File: src/sv32_config.svh
`ifndef SV32_CONFIG_SVH
`define SV32_CONFIG_SVH

// word and address width
`define MMU_XLEN 32

// page offset bits
`define MMU_PAGE_BITS 12

// one vpn level
`define MMU_VPN_BITS 10

// 32-bit physical space
`define MMU_PPN_BITS 20

`define MMU_TLB_ENTRIES 16

`endif

File: src/mmu_pkg.sv
`default_nettype none
`include "sv32_config.svh"

package mmu_pkg;

   typedef logic [`MMU_XLEN-1:0] word_t;
   typedef logic [2*`MMU_VPN_BITS-1:0] vpn_t;
   typedef logic [`MMU_PPN_BITS-1:0] ppn_t;

   typedef enum logic {
      ACC_READ  = 1'b0,
      ACC_WRITE = 1'b1
   } access_e;

   typedef enum logic [1:0] {
      PRIV_U = 2'd0,
      PRIV_S = 2'd1,
      PRIV_M = 2'd3
   } priv_e;

   // mcause encodings for page faults
   typedef enum logic [4:0] {
      CAUSE_NONE     = 5'd0,
      CAUSE_FETCH_PF = 5'd12,
      CAUSE_LOAD_PF  = 5'd13,
      CAUSE_STORE_PF = 5'd15
   } cause_e;

   typedef enum logic [2:0] {
      ST_IDLE,
      ST_LEVEL1,
      ST_LEVEL2,
      ST_DATA,
      ST_RESPOND
   } walk_state_e;

   typedef enum logic [1:0] {
      PTE_NEXT,
      PTE_LEAF,
      PTE_FAULT
   } pte_verdict_e;

   typedef struct packed {
      logic                   en;
      access_e                access;
      word_t                  addr;
      word_t                  wdata;
      logic [`MMU_XLEN/8-1:0] wstrb;
   } core_req_t;

   typedef struct packed {
      logic  en;
      word_t data;
   } core_resp_t;

   // same layout as a port request
   typedef core_req_t bus_req_t;

   typedef struct packed {
      logic  en;
      word_t data;
   } bus_resp_t;

   typedef struct packed {
      logic   valid;
      cause_e cause;
      word_t  tval;
   } trap_t;

endpackage

`default_nettype wire

File: src/tlb.sv
`timescale 1ns/1ps
`default_nettype none
`include "sv32_config.svh"

module tlb #(
   parameter int ENTRIES = `MMU_TLB_ENTRIES
) (
   input  wire logic          clk,
   input  wire logic          rstn,
   input  wire mmu_pkg::vpn_t lookup_vpn,
   output logic               hit,
   output mmu_pkg::ppn_t      hit_ppn,
   input  wire logic          fill,
   input  wire mmu_pkg::vpn_t fill_vpn,
   input  wire mmu_pkg::ppn_t fill_ppn,
   input  wire logic          flush
);

   localparam int IDX_W = (ENTRIES > 1) ? $clog2(ENTRIES) : 1;

   logic [ENTRIES-1:0] valid;
   mmu_pkg::vpn_t      tag_q [ENTRIES];
   mmu_pkg::ppn_t      ppn_q [ENTRIES];

   logic               fill_present;
   logic [IDX_W-1:0]   fill_idx;
   logic               do_fill;

   ////////////////////
   // lookup
   ////////////////////

   // tags are unique, so at most one entry matches
   always_comb begin
      hit = 1'b0;
      hit_ppn = '0;
      for (int i = 0; i < ENTRIES; i++) begin
         if (valid[i] && tag_q[i] == lookup_vpn) begin
            hit = 1'b1;
            hit_ppn = ppn_q[i];
         end
      end
   end

   ////////////////////
   // fill slot
   ////////////////////

   // descending scan leaves the lowest free slot, entry 0 when full
   always_comb begin
      fill_present = 1'b0;
      fill_idx = '0;
      for (int i = ENTRIES - 1; i >= 0; i--) begin
         if (valid[i] && tag_q[i] == fill_vpn) begin
            fill_present = 1'b1;
         end
         if (!valid[i]) begin
            fill_idx = IDX_W'(i);
         end
      end
   end

   assign do_fill = fill && !fill_present;

   always_ff @(posedge clk) begin
      if (rstn) begin
         valid <= '0;
      end else if (flush) begin
         valid <= '0;
      end else if (do_fill) begin
         valid[fill_idx] <= 1'b1;
      end
   end

   always_ff @(posedge clk) begin
      if (do_fill) begin
         tag_q[fill_idx] <= fill_vpn;
         ppn_q[fill_idx] <= fill_ppn;
      end
   end

   // flush is only taken when idle, fill only during a walk
   a_fill_flush: assert property (@(posedge clk) disable iff (rstn) !(fill && flush));

endmodule

`default_nettype wire

File: src/pte_check.sv
`timescale 1ns/1ps
`default_nettype none
`include "sv32_config.svh"

module pte_check (
   input  wire mmu_pkg::word_t   pte,
   input  wire logic             level,
   input  wire mmu_pkg::word_t   vaddr,
   input  wire mmu_pkg::access_e access,
   input  wire logic             is_fetch,
   input  wire mmu_pkg::priv_e   cpu_mode,
   input  wire logic             sum,
   output mmu_pkg::pte_verdict_e verdict,
   output mmu_pkg::word_t        paddr,
   output mmu_pkg::word_t        next_addr
);

   localparam int PPN_LSB = 10;
   localparam int LOW_BITS = `MMU_VPN_BITS + `MMU_PAGE_BITS;

   logic          v, r, w, x, u, a, d;
   logic          pointer;
   logic          op_ok;
   logic          priv_ok;
   logic          misaligned;
   logic          fault;
   mmu_pkg::ppn_t ppn;

   assign v = pte[0];
   assign r = pte[1];
   assign w = pte[2];
   assign x = pte[3];
   assign u = pte[4];
   assign a = pte[6];
   assign d = pte[7];
   assign ppn = pte[PPN_LSB +: `MMU_PPN_BITS];

   // no r and no x means a pointer to the next table
   assign pointer = !r && !x;

   assign op_ok = is_fetch ? x : (access == mmu_pkg::ACC_WRITE) ? w : r;

   always_comb begin
      case (cpu_mode)
         mmu_pkg::PRIV_U: priv_ok = u;
         mmu_pkg::PRIV_S: priv_ok = !u || sum;
         default:         priv_ok = 1'b1;
      endcase
   end

   // superpage must be 4 MiB aligned
   assign misaligned = level && (ppn[`MMU_VPN_BITS-1:0] != '0);

   always_comb begin
      fault = !v || (w && !r);
      if (pointer) begin
         fault = fault || !level;
      end else begin
         fault = fault || !op_ok || !priv_ok || misaligned || !a
                 || (!is_fetch && access == mmu_pkg::ACC_WRITE && !d);
      end
   end

   always_comb begin
      if (fault) begin
         verdict = mmu_pkg::PTE_FAULT;
      end else if (pointer) begin
         verdict = mmu_pkg::PTE_NEXT;
      end else begin
         verdict = mmu_pkg::PTE_LEAF;
      end
   end

   // superpage keeps vpn0 from the virtual address
   assign paddr = level ? {ppn[`MMU_PPN_BITS-1:`MMU_VPN_BITS], vaddr[LOW_BITS-1:0]}
                        : {ppn, vaddr[`MMU_PAGE_BITS-1:0]};

   assign next_addr = {ppn, vaddr[LOW_BITS-1:`MMU_PAGE_BITS], 2'b00};

endmodule

`default_nettype wire

File: src/sv32_translator.sv
`timescale 1ns/1ps
`default_nettype none
`include "sv32_config.svh"

module sv32_translator (
   input  wire logic                  clk,
   input  wire logic                  rstn,
   input  wire mmu_pkg::core_req_t    fetch_req,
   input  wire mmu_pkg::core_req_t    mem_req,
   input  wire mmu_pkg::word_t        satp,
   input  wire mmu_pkg::priv_e        cpu_mode,
   input  wire logic                  flush_tlb,
   output mmu_pkg::core_resp_t        fetch_resp,
   output mmu_pkg::core_resp_t        mem_resp,
   output mmu_pkg::trap_t             trap,
   output mmu_pkg::bus_req_t          bus_req,
   input  wire mmu_pkg::bus_resp_t    bus_resp,
   output mmu_pkg::vpn_t              tlb_lookup_vpn,
   input  wire logic                  tlb_hit,
   input  wire mmu_pkg::ppn_t         tlb_hit_ppn,
   output logic                       tlb_fill,
   output mmu_pkg::vpn_t              tlb_fill_vpn,
   output mmu_pkg::ppn_t              tlb_fill_ppn,
   output logic                       tlb_flush,
   output mmu_pkg::word_t             pte_word,
   output logic                       pte_level,
   output mmu_pkg::word_t             pte_vaddr,
   output mmu_pkg::access_e           pte_access,
   output logic                       pte_is_fetch,
   input  wire mmu_pkg::pte_verdict_e pte_verdict,
   input  wire mmu_pkg::word_t        pte_paddr,
   input  wire mmu_pkg::word_t        pte_next_addr
);

   mmu_pkg::walk_state_e state;
   mmu_pkg::core_req_t   sel_req;
   mmu_pkg::core_req_t   req_q;
   logic                 is_fetch_q;
   logic                 any_req;
   logic                 accept;
   logic                 bypass;
   logic                 walking;

   function automatic mmu_pkg::cause_e fault_cause(input logic fetch,
                                                   input mmu_pkg::access_e acc);
      if (fetch) begin
         return mmu_pkg::CAUSE_FETCH_PF;
      end
      return (acc == mmu_pkg::ACC_WRITE) ? mmu_pkg::CAUSE_STORE_PF : mmu_pkg::CAUSE_LOAD_PF;
   endfunction

   ////////////////////
   // port select
   ////////////////////

   // fetch wins a tie
   assign sel_req = fetch_req.en ? fetch_req : mem_req;
   assign any_req = fetch_req.en || mem_req.en;
   assign accept = (state == mmu_pkg::ST_IDLE) && any_req;
   assign bypass = !satp[`MMU_XLEN-1] || (cpu_mode == mmu_pkg::PRIV_M);
   assign walking = (state == mmu_pkg::ST_LEVEL1) || (state == mmu_pkg::ST_LEVEL2);

   assign tlb_lookup_vpn = sel_req.addr[`MMU_XLEN-1:`MMU_PAGE_BITS];
   assign tlb_flush = accept && flush_tlb;
   assign tlb_fill = walking && bus_resp.en && (pte_verdict == mmu_pkg::PTE_LEAF);
   assign tlb_fill_vpn = req_q.addr[`MMU_XLEN-1:`MMU_PAGE_BITS];
   assign tlb_fill_ppn = pte_paddr[`MMU_XLEN-1:`MMU_PAGE_BITS];

   // pte arrives straight off the bus
   assign pte_word = bus_resp.data;
   assign pte_level = (state == mmu_pkg::ST_LEVEL1);
   assign pte_vaddr = req_q.addr;
   assign pte_access = req_q.access;
   assign pte_is_fetch = is_fetch_q;

   always_ff @(posedge clk) begin
      if (accept) begin
         req_q <= sel_req;
         is_fetch_q <= fetch_req.en;
      end
   end

   ////////////////////
   // main FSM
   ////////////////////

   always_ff @(posedge clk) begin
      if (rstn) begin
         state <= mmu_pkg::ST_IDLE;
         bus_req <= '0;
         fetch_resp <= '0;
         mem_resp <= '0;
         trap <= '{valid: 1'b0, cause: mmu_pkg::CAUSE_NONE, tval: '0};
      end else begin
         bus_req.en <= 1'b0;
         case (state)
            mmu_pkg::ST_IDLE: begin
               if (any_req) begin
                  trap <= '{valid: 1'b0, cause: mmu_pkg::CAUSE_NONE, tval: '0};
                  if (flush_tlb) begin
                     fetch_resp <= '{en: fetch_req.en, data: '0};
                     mem_resp <= '{en: !fetch_req.en, data: '0};
                     state <= mmu_pkg::ST_RESPOND;
                  end else if (bypass) begin
                     bus_req <= sel_req;
                     state <= mmu_pkg::ST_DATA;
                  end else if (tlb_hit) begin
                     bus_req <= sel_req;
                     bus_req.addr <= {tlb_hit_ppn, sel_req.addr[`MMU_PAGE_BITS-1:0]};
                     state <= mmu_pkg::ST_DATA;
                  end else begin
                     // root table entry
                     bus_req <= '{en: 1'b1, access: mmu_pkg::ACC_READ,
                                  addr: {satp[`MMU_PPN_BITS-1:0],
                                         sel_req.addr[`MMU_XLEN-1 -: `MMU_VPN_BITS], 2'b00},
                                  wdata: '0, wstrb: '0};
                     state <= mmu_pkg::ST_LEVEL1;
                  end
               end
            end
            mmu_pkg::ST_LEVEL1, mmu_pkg::ST_LEVEL2: begin
               if (bus_resp.en) begin
                  case (pte_verdict)
                     mmu_pkg::PTE_NEXT: begin
                        bus_req <= '{en: 1'b1, access: mmu_pkg::ACC_READ,
                                     addr: pte_next_addr, wdata: '0, wstrb: '0};
                        state <= mmu_pkg::ST_LEVEL2;
                     end
                     mmu_pkg::PTE_LEAF: begin
                        bus_req <= req_q;
                        bus_req.en <= 1'b1;
                        bus_req.addr <= pte_paddr;
                        state <= mmu_pkg::ST_DATA;
                     end
                     default: begin
                        trap <= '{valid: 1'b1,
                                  cause: fault_cause(is_fetch_q, req_q.access),
                                  tval: req_q.addr};
                        fetch_resp <= '{en: is_fetch_q, data: '0};
                        mem_resp <= '{en: !is_fetch_q, data: '0};
                        state <= mmu_pkg::ST_RESPOND;
                     end
                  endcase
               end
            end
            mmu_pkg::ST_DATA: begin
               if (bus_resp.en) begin
                  fetch_resp <= '{en: is_fetch_q, data: bus_resp.data};
                  mem_resp <= '{en: !is_fetch_q, data: bus_resp.data};
                  state <= mmu_pkg::ST_RESPOND;
               end
            end
            default: begin
               fetch_resp.en <= 1'b0;
               mem_resp.en <= 1'b0;
               state <= mmu_pkg::ST_IDLE;
            end
         endcase
      end
   end

   a_one_resp: assert property (@(posedge clk) disable iff (rstn)
      !(fetch_resp.en && mem_resp.en));

   a_bus_pulse: assert property (@(posedge clk) disable iff (rstn)
      bus_req.en |=> !bus_req.en);

   // memory must not answer once the FSM has gone idle
   a_no_idle_resp: assert property (@(posedge clk) disable iff (rstn)
      (state == mmu_pkg::ST_IDLE) |-> !bus_resp.en);

endmodule

`default_nettype wire

File: src/mmu_top.sv
`timescale 1ns/1ps
`default_nettype none
`include "sv32_config.svh"

module mmu_top (
   input  wire logic               clk,
   input  wire logic               rstn,
   input  wire mmu_pkg::core_req_t fetch_req,
   input  wire mmu_pkg::core_req_t mem_req,
   input  wire mmu_pkg::word_t     satp,
   input  wire mmu_pkg::priv_e     cpu_mode,
   input  wire logic               sum,
   input  wire logic               flush_tlb,
   output mmu_pkg::core_resp_t     fetch_resp,
   output mmu_pkg::core_resp_t     mem_resp,
   output mmu_pkg::trap_t          trap,
   output mmu_pkg::bus_req_t       bus_req,
   input  wire mmu_pkg::bus_resp_t bus_resp
);

   mmu_pkg::vpn_t         tlb_lookup_vpn;
   logic                  tlb_hit;
   mmu_pkg::ppn_t         tlb_hit_ppn;
   logic                  tlb_fill;
   mmu_pkg::vpn_t         tlb_fill_vpn;
   mmu_pkg::ppn_t         tlb_fill_ppn;
   logic                  tlb_flush;

   mmu_pkg::word_t        pte_word;
   logic                  pte_level;
   mmu_pkg::word_t        pte_vaddr;
   mmu_pkg::access_e      pte_access;
   logic                  pte_is_fetch;
   mmu_pkg::pte_verdict_e pte_verdict;
   mmu_pkg::word_t        pte_paddr;
   mmu_pkg::word_t        pte_next_addr;

   sv32_translator translator_i (
      .clk           (clk),
      .rstn          (rstn),
      .fetch_req     (fetch_req),
      .mem_req       (mem_req),
      .satp          (satp),
      .cpu_mode      (cpu_mode),
      .flush_tlb     (flush_tlb),
      .fetch_resp    (fetch_resp),
      .mem_resp      (mem_resp),
      .trap          (trap),
      .bus_req       (bus_req),
      .bus_resp      (bus_resp),
      .tlb_lookup_vpn(tlb_lookup_vpn),
      .tlb_hit       (tlb_hit),
      .tlb_hit_ppn   (tlb_hit_ppn),
      .tlb_fill      (tlb_fill),
      .tlb_fill_vpn  (tlb_fill_vpn),
      .tlb_fill_ppn  (tlb_fill_ppn),
      .tlb_flush     (tlb_flush),
      .pte_word      (pte_word),
      .pte_level     (pte_level),
      .pte_vaddr     (pte_vaddr),
      .pte_access    (pte_access),
      .pte_is_fetch  (pte_is_fetch),
      .pte_verdict   (pte_verdict),
      .pte_paddr     (pte_paddr),
      .pte_next_addr (pte_next_addr)
   );

   tlb #(
      .ENTRIES(`MMU_TLB_ENTRIES)
   ) tlb_i (
      .clk       (clk),
      .rstn      (rstn),
      .lookup_vpn(tlb_lookup_vpn),
      .hit       (tlb_hit),
      .hit_ppn   (tlb_hit_ppn),
      .fill      (tlb_fill),
      .fill_vpn  (tlb_fill_vpn),
      .fill_ppn  (tlb_fill_ppn),
      .flush     (tlb_flush)
   );

   pte_check pte_check_i (
      .pte      (pte_word),
      .level    (pte_level),
      .vaddr    (pte_vaddr),
      .access   (pte_access),
      .is_fetch (pte_is_fetch),
      .cpu_mode (cpu_mode),
      .sum      (sum),
      .verdict  (pte_verdict),
      .paddr    (pte_paddr),
      .next_addr(pte_next_addr)
   );

endmodule

`default_nettype wire

File: config.mk
export PLATFORM = sky130hd
export DESIGN_NAME = mmu_top
export DESIGN_NICKNAME = d
export VERILOG_FILES = /design/src/mmu_pkg.sv /design/src/tlb.sv /design/src/pte_check.sv /design/src/sv32_translator.sv /design/src/mmu_top.sv
export VERILOG_INCLUDE_DIRS = /design/src
export SDC_FILE = /design/constraint.sdc
export NUM_CORES = 2
export LEC_CHECK = 0
export ABC_AREA = 1
export BUFFER_PORTS_ARGS = -buffer_cell sky130_fd_sc_hd__clkbuf_2
export CORE_ASPECT_RATIO = 1.1
export CORE_UTILIZATION = 50
export CTS_BUF_LIST = sky130_fd_sc_hd__clkbuf_8
export DETAILED_ROUTE_END_ITERATION = 8
export MAX_ROUTING_LAYER = met4
export PLACE_DENSITY = 0.69
export RECOVER_POWER = 25
export SLEW_MARGIN = 20
export SYNTH_ARGS = -nofsm -noshare
export SYNTH_HDL_FRONTEND = slang
export SYNTH_SLANG_ARGS = --single-unit
File: constraint.sdc
create_clock -name clk -period 9.9 [get_ports clk]
set_input_delay 0.495 -clock clk [delete_from_list [all_inputs] [get_ports clk]]
set_output_delay 0.495 -clock clk [all_outputs]
set_load 0.1 [all_outputs]
==> metrics.txt <==
Rel. slew slack=-106.2%; I/O Pins=385; height of the die=306.3 um; number of setup violations in the final report=0; Final Hold Vio Count=0; starting utilization of the core area=50.50%; Required @ worst endpoint=10370 ps; level count of the clock H-tree=4; library cell contributing the largest single delay on the critical path=clkbuf_1; HPWL after detailed placement=92.69 mm; post-layout minimum cycle time=6623 ps; # placed instances=5739; ordered cell list for the critical path=clkbuf_1, inv_1, buf_4, o22ai_1, or4_1, a211oi_1, nand4_1, nand4_1, nor4_1, nand2_1, nor2_1, nand2_1, or2_2, inv_1, buf_4; vias=36910; IR Drop Worst-Case VDD=0.1183 mV; yosys synthesis warning count=0; buffer and inverter count on the worst path=5; number of buffers created by CTS=145; routed via count divided by cell count=6.032; post-synthesis instance total=4476; worst min-delay path class=primary input to register; failing checks=max-capacitance violations, max-slew violations; most numerous cell types in the synthesized netlist=nand2_1 (1174), edfxtp_1 (710), nor2_1 (406); total standard cell area after synthesis=0.04208 mm^2; area post-placement=0.04459 mm^2; area enclosed by the die boundary=0.08533 mm^2; ratio of final minimum period to clock period=66.90%; count of fill cells added during filler insertion=7229; count of standard-cell rows=111; area share of the largest cell type after synthesis=50.66%; register bit total from synthesis=868; chip width=278.6 um; non-filler instance count after layout=6118; top flip-flop cell by instance count after synthesis=edfxtp_1; initial antenna violation count=5; post-synthesis net count=4687; TritonCTS clock tree=done; result of the run=finished with violations; worst clock skew on the final layout=53.23 ps; Area growth syn-to-layout=15.29%; number of distinct library cells after synthesis=61; DRC violation count after routing=0; total wirelength of the detailed-routed design=152.2 mm; I/O Buffers=372; number of nets in the layout=5130; critical path class=register to register; power density normalized to cell area=186.5 mW/mm^2; number of gates resized after CTS=0; leading cell type by number of instances after synthesis=nand2_1; count of maximum capacitance violations=17; per-cell routed wire length=24.87 um; clock-pin slew on the worst setup and hold paths=60 ps; fmax=151.0 MHz; Core Box Area=0.08333 mm^2; Synth area leaders=edfxtp_1 (51%), nand2_1 (10%), dfxtp_1 (7.5%); overall overflow remaining after global route=0; Worst EP arrival=7100 ps; number of nets with antenna violations after detailed routing=0; Lkg Pwr=19.62 nW; Total Routing Usage GR=36.07%; Synth area leader=edfxtp_1; detailed-router iteration count before antenna repair=7; asr flop ratio synth=0%; unrepaired setup endpoints after global routing=false; proportion of layout cells with a drive suffix above 1=14.85%; number of buffers added for setup after CTS=0; biggest fanout along the worst timing path=35; CTS sink cnt=868; wire length of the first global-routing pass=220.7 mm; Setup crit start kind=register; reg-to-reg setup timing slack=3280 ps; kind of capture point of the worst setup path=register; final count of pins violating max slew=524; Avg Inst Size Synth=9.402 um^2; number of enable-type register cells in the synthesized netlist=710; final instance area=0.04852 mm^2; routability cong.=0.9804; final setup TNS=0 ps; maximum count of clock buffers along a single path=3; latest clock arrival within the worst-skew pair=830 ps; Largest stage delay, worst path=2160 ps; CTS Root Buffer Type=clkbuf_8; share of the yosys chip area belonging to registers=58.18%; violation count after the first detailed-route iteration=5333; largest net degree at the start of global routing=84; vias in the first global route=34790; cell family contributing the most delay on the critical path=buffers and inverters; Slew @ Worst Pin=3093 ps
[through the flow]
stage | worst slack (ps) | total power (W) | util [%] | hold WS (ps)
finish | 3277 | 0.009047 | 58.22 | 46.86
detailed placement | 4302 | 0.005762 | 53.50 | 455.5
global route | 3353 | 0.009260 | 58.21 | 29.24
CTS | 4603 | 0.009000 | 58.30 | 0.03919
global placement | 4382 | 0.005750 | 53.49 | 452.4
floorplan | 5156 | 0.005190 | - | 456.4
[repair_timing]
action                                  CTS  global route
endpoints found under the hold margin    80             0
hold buffers                            106             0
endpoints found under the setup margin    0             0
[tightest hold or removal path, stage by stage]
cell and delay [ps]:
clkbuf_2 80, nand2_1 40, nand2_1 130
[registers in the layout, summed over array words and instances, names as in the netlist]
| signal | count |
|---|---|
| tlb_i.ppn_q | 320 |
| tlb_i.tag_q | 320 |
| translator_i.bus_req | 70 |
| translator_i.req_q | 36 |
| translator_i.trap | 35 |
| translator_i.fetch_resp | 33 |
| translator_i.pte_vaddr | 32 |
| tlb_i.valid | 16 |
| translator_i.state | 3 |
| translator_i.mem_resp | 1 |
| translator_i.pte_access | 1 |
| translator_i.pte_is_fetch | 1 |
[cell usage in the layout, fill, tap and decap left out, types with 10 or more instances in the layout]
cell	n
a211oi_1	19
a21oi_1	331
a21oi_2	10
a221oi_1	38
buf_4	74
clkbuf_1	31
clkbuf_2	360
clkbuf_8	155
clkinv_1	29
clkinv_2	14
dfxtp_1	158
dlygate4sd3_1	106
edfxtp_1	710
inv_1	385
inv_2	11
nand2_1	1173
nand2_2	27
nand3_1	102
nand4_1	44
nor2_1	397
nor4_1	69
o2111ai_1	21
o211ai_1	12
o21ai_0	158
o21ai_1	13
o22ai_1	232
or2_0	18
or2_2	31
xnor2_1	74
xor2_1	115
[power breakdown]
part | switching [W] | internal [W]
clock | 0.00154 | 0.00171
sequential | 0.0000543 | 0.00412
combinational | 0.00130 | 0.000320
[cells by family after synthesis]
kind of cell           share of synthesized area (%)
buffers and inverters                          6.705
other                                       0.008911
XOR/XNOR                                       3.934
AND/OR/NAND/NOR                                18.98
multiplexers                                 0.02379
AO/OA/AOI/OAI                                  12.17
flip-flops                                     58.18
[area by class of cell]
class / instances / area (um^2) / share of cell area [%]
Sequential cell: 868 / 24480 / 50.46
Clock inverter: 110 / 800.8 / 1.651
Inverter: 353 / 1328 / 2.736
Antenna cell: 8 / 20.02 / 0.04126
Timing Repair Buffer: 572 / 3540 / 7.296
Tap cell: 1073 / 1343 / 2.767
Clock buffer: 155 / 2133 / 4.397
Multi-Input combinational cell: 2979 / 14870 / 30.65
[per-layer routing]
metal	wire length [um]	track usage (%)	vias to the layer above
met1	54940	44.09	17470
li1	-	-	16270
met5	0	-	-
met2	69780	55.70	2457
met3	16840	6.614	710
met4	10600	22.00	0
[worst paths after layout]
check,to,startpoint,depth (start not counted)
max,tlb_i.ppn_q[12][0],translator_i.pte_vaddr[19],15
min,translator_i.pte_vaddr[6],fetch_req[42],3
max reg2reg,tlb_i.ppn_q[12][0],translator_i.pte_vaddr[19],15
min reg2reg,translator_i.trap[27],translator_i.trap[27],2
(Power assumes the default switching activity.)
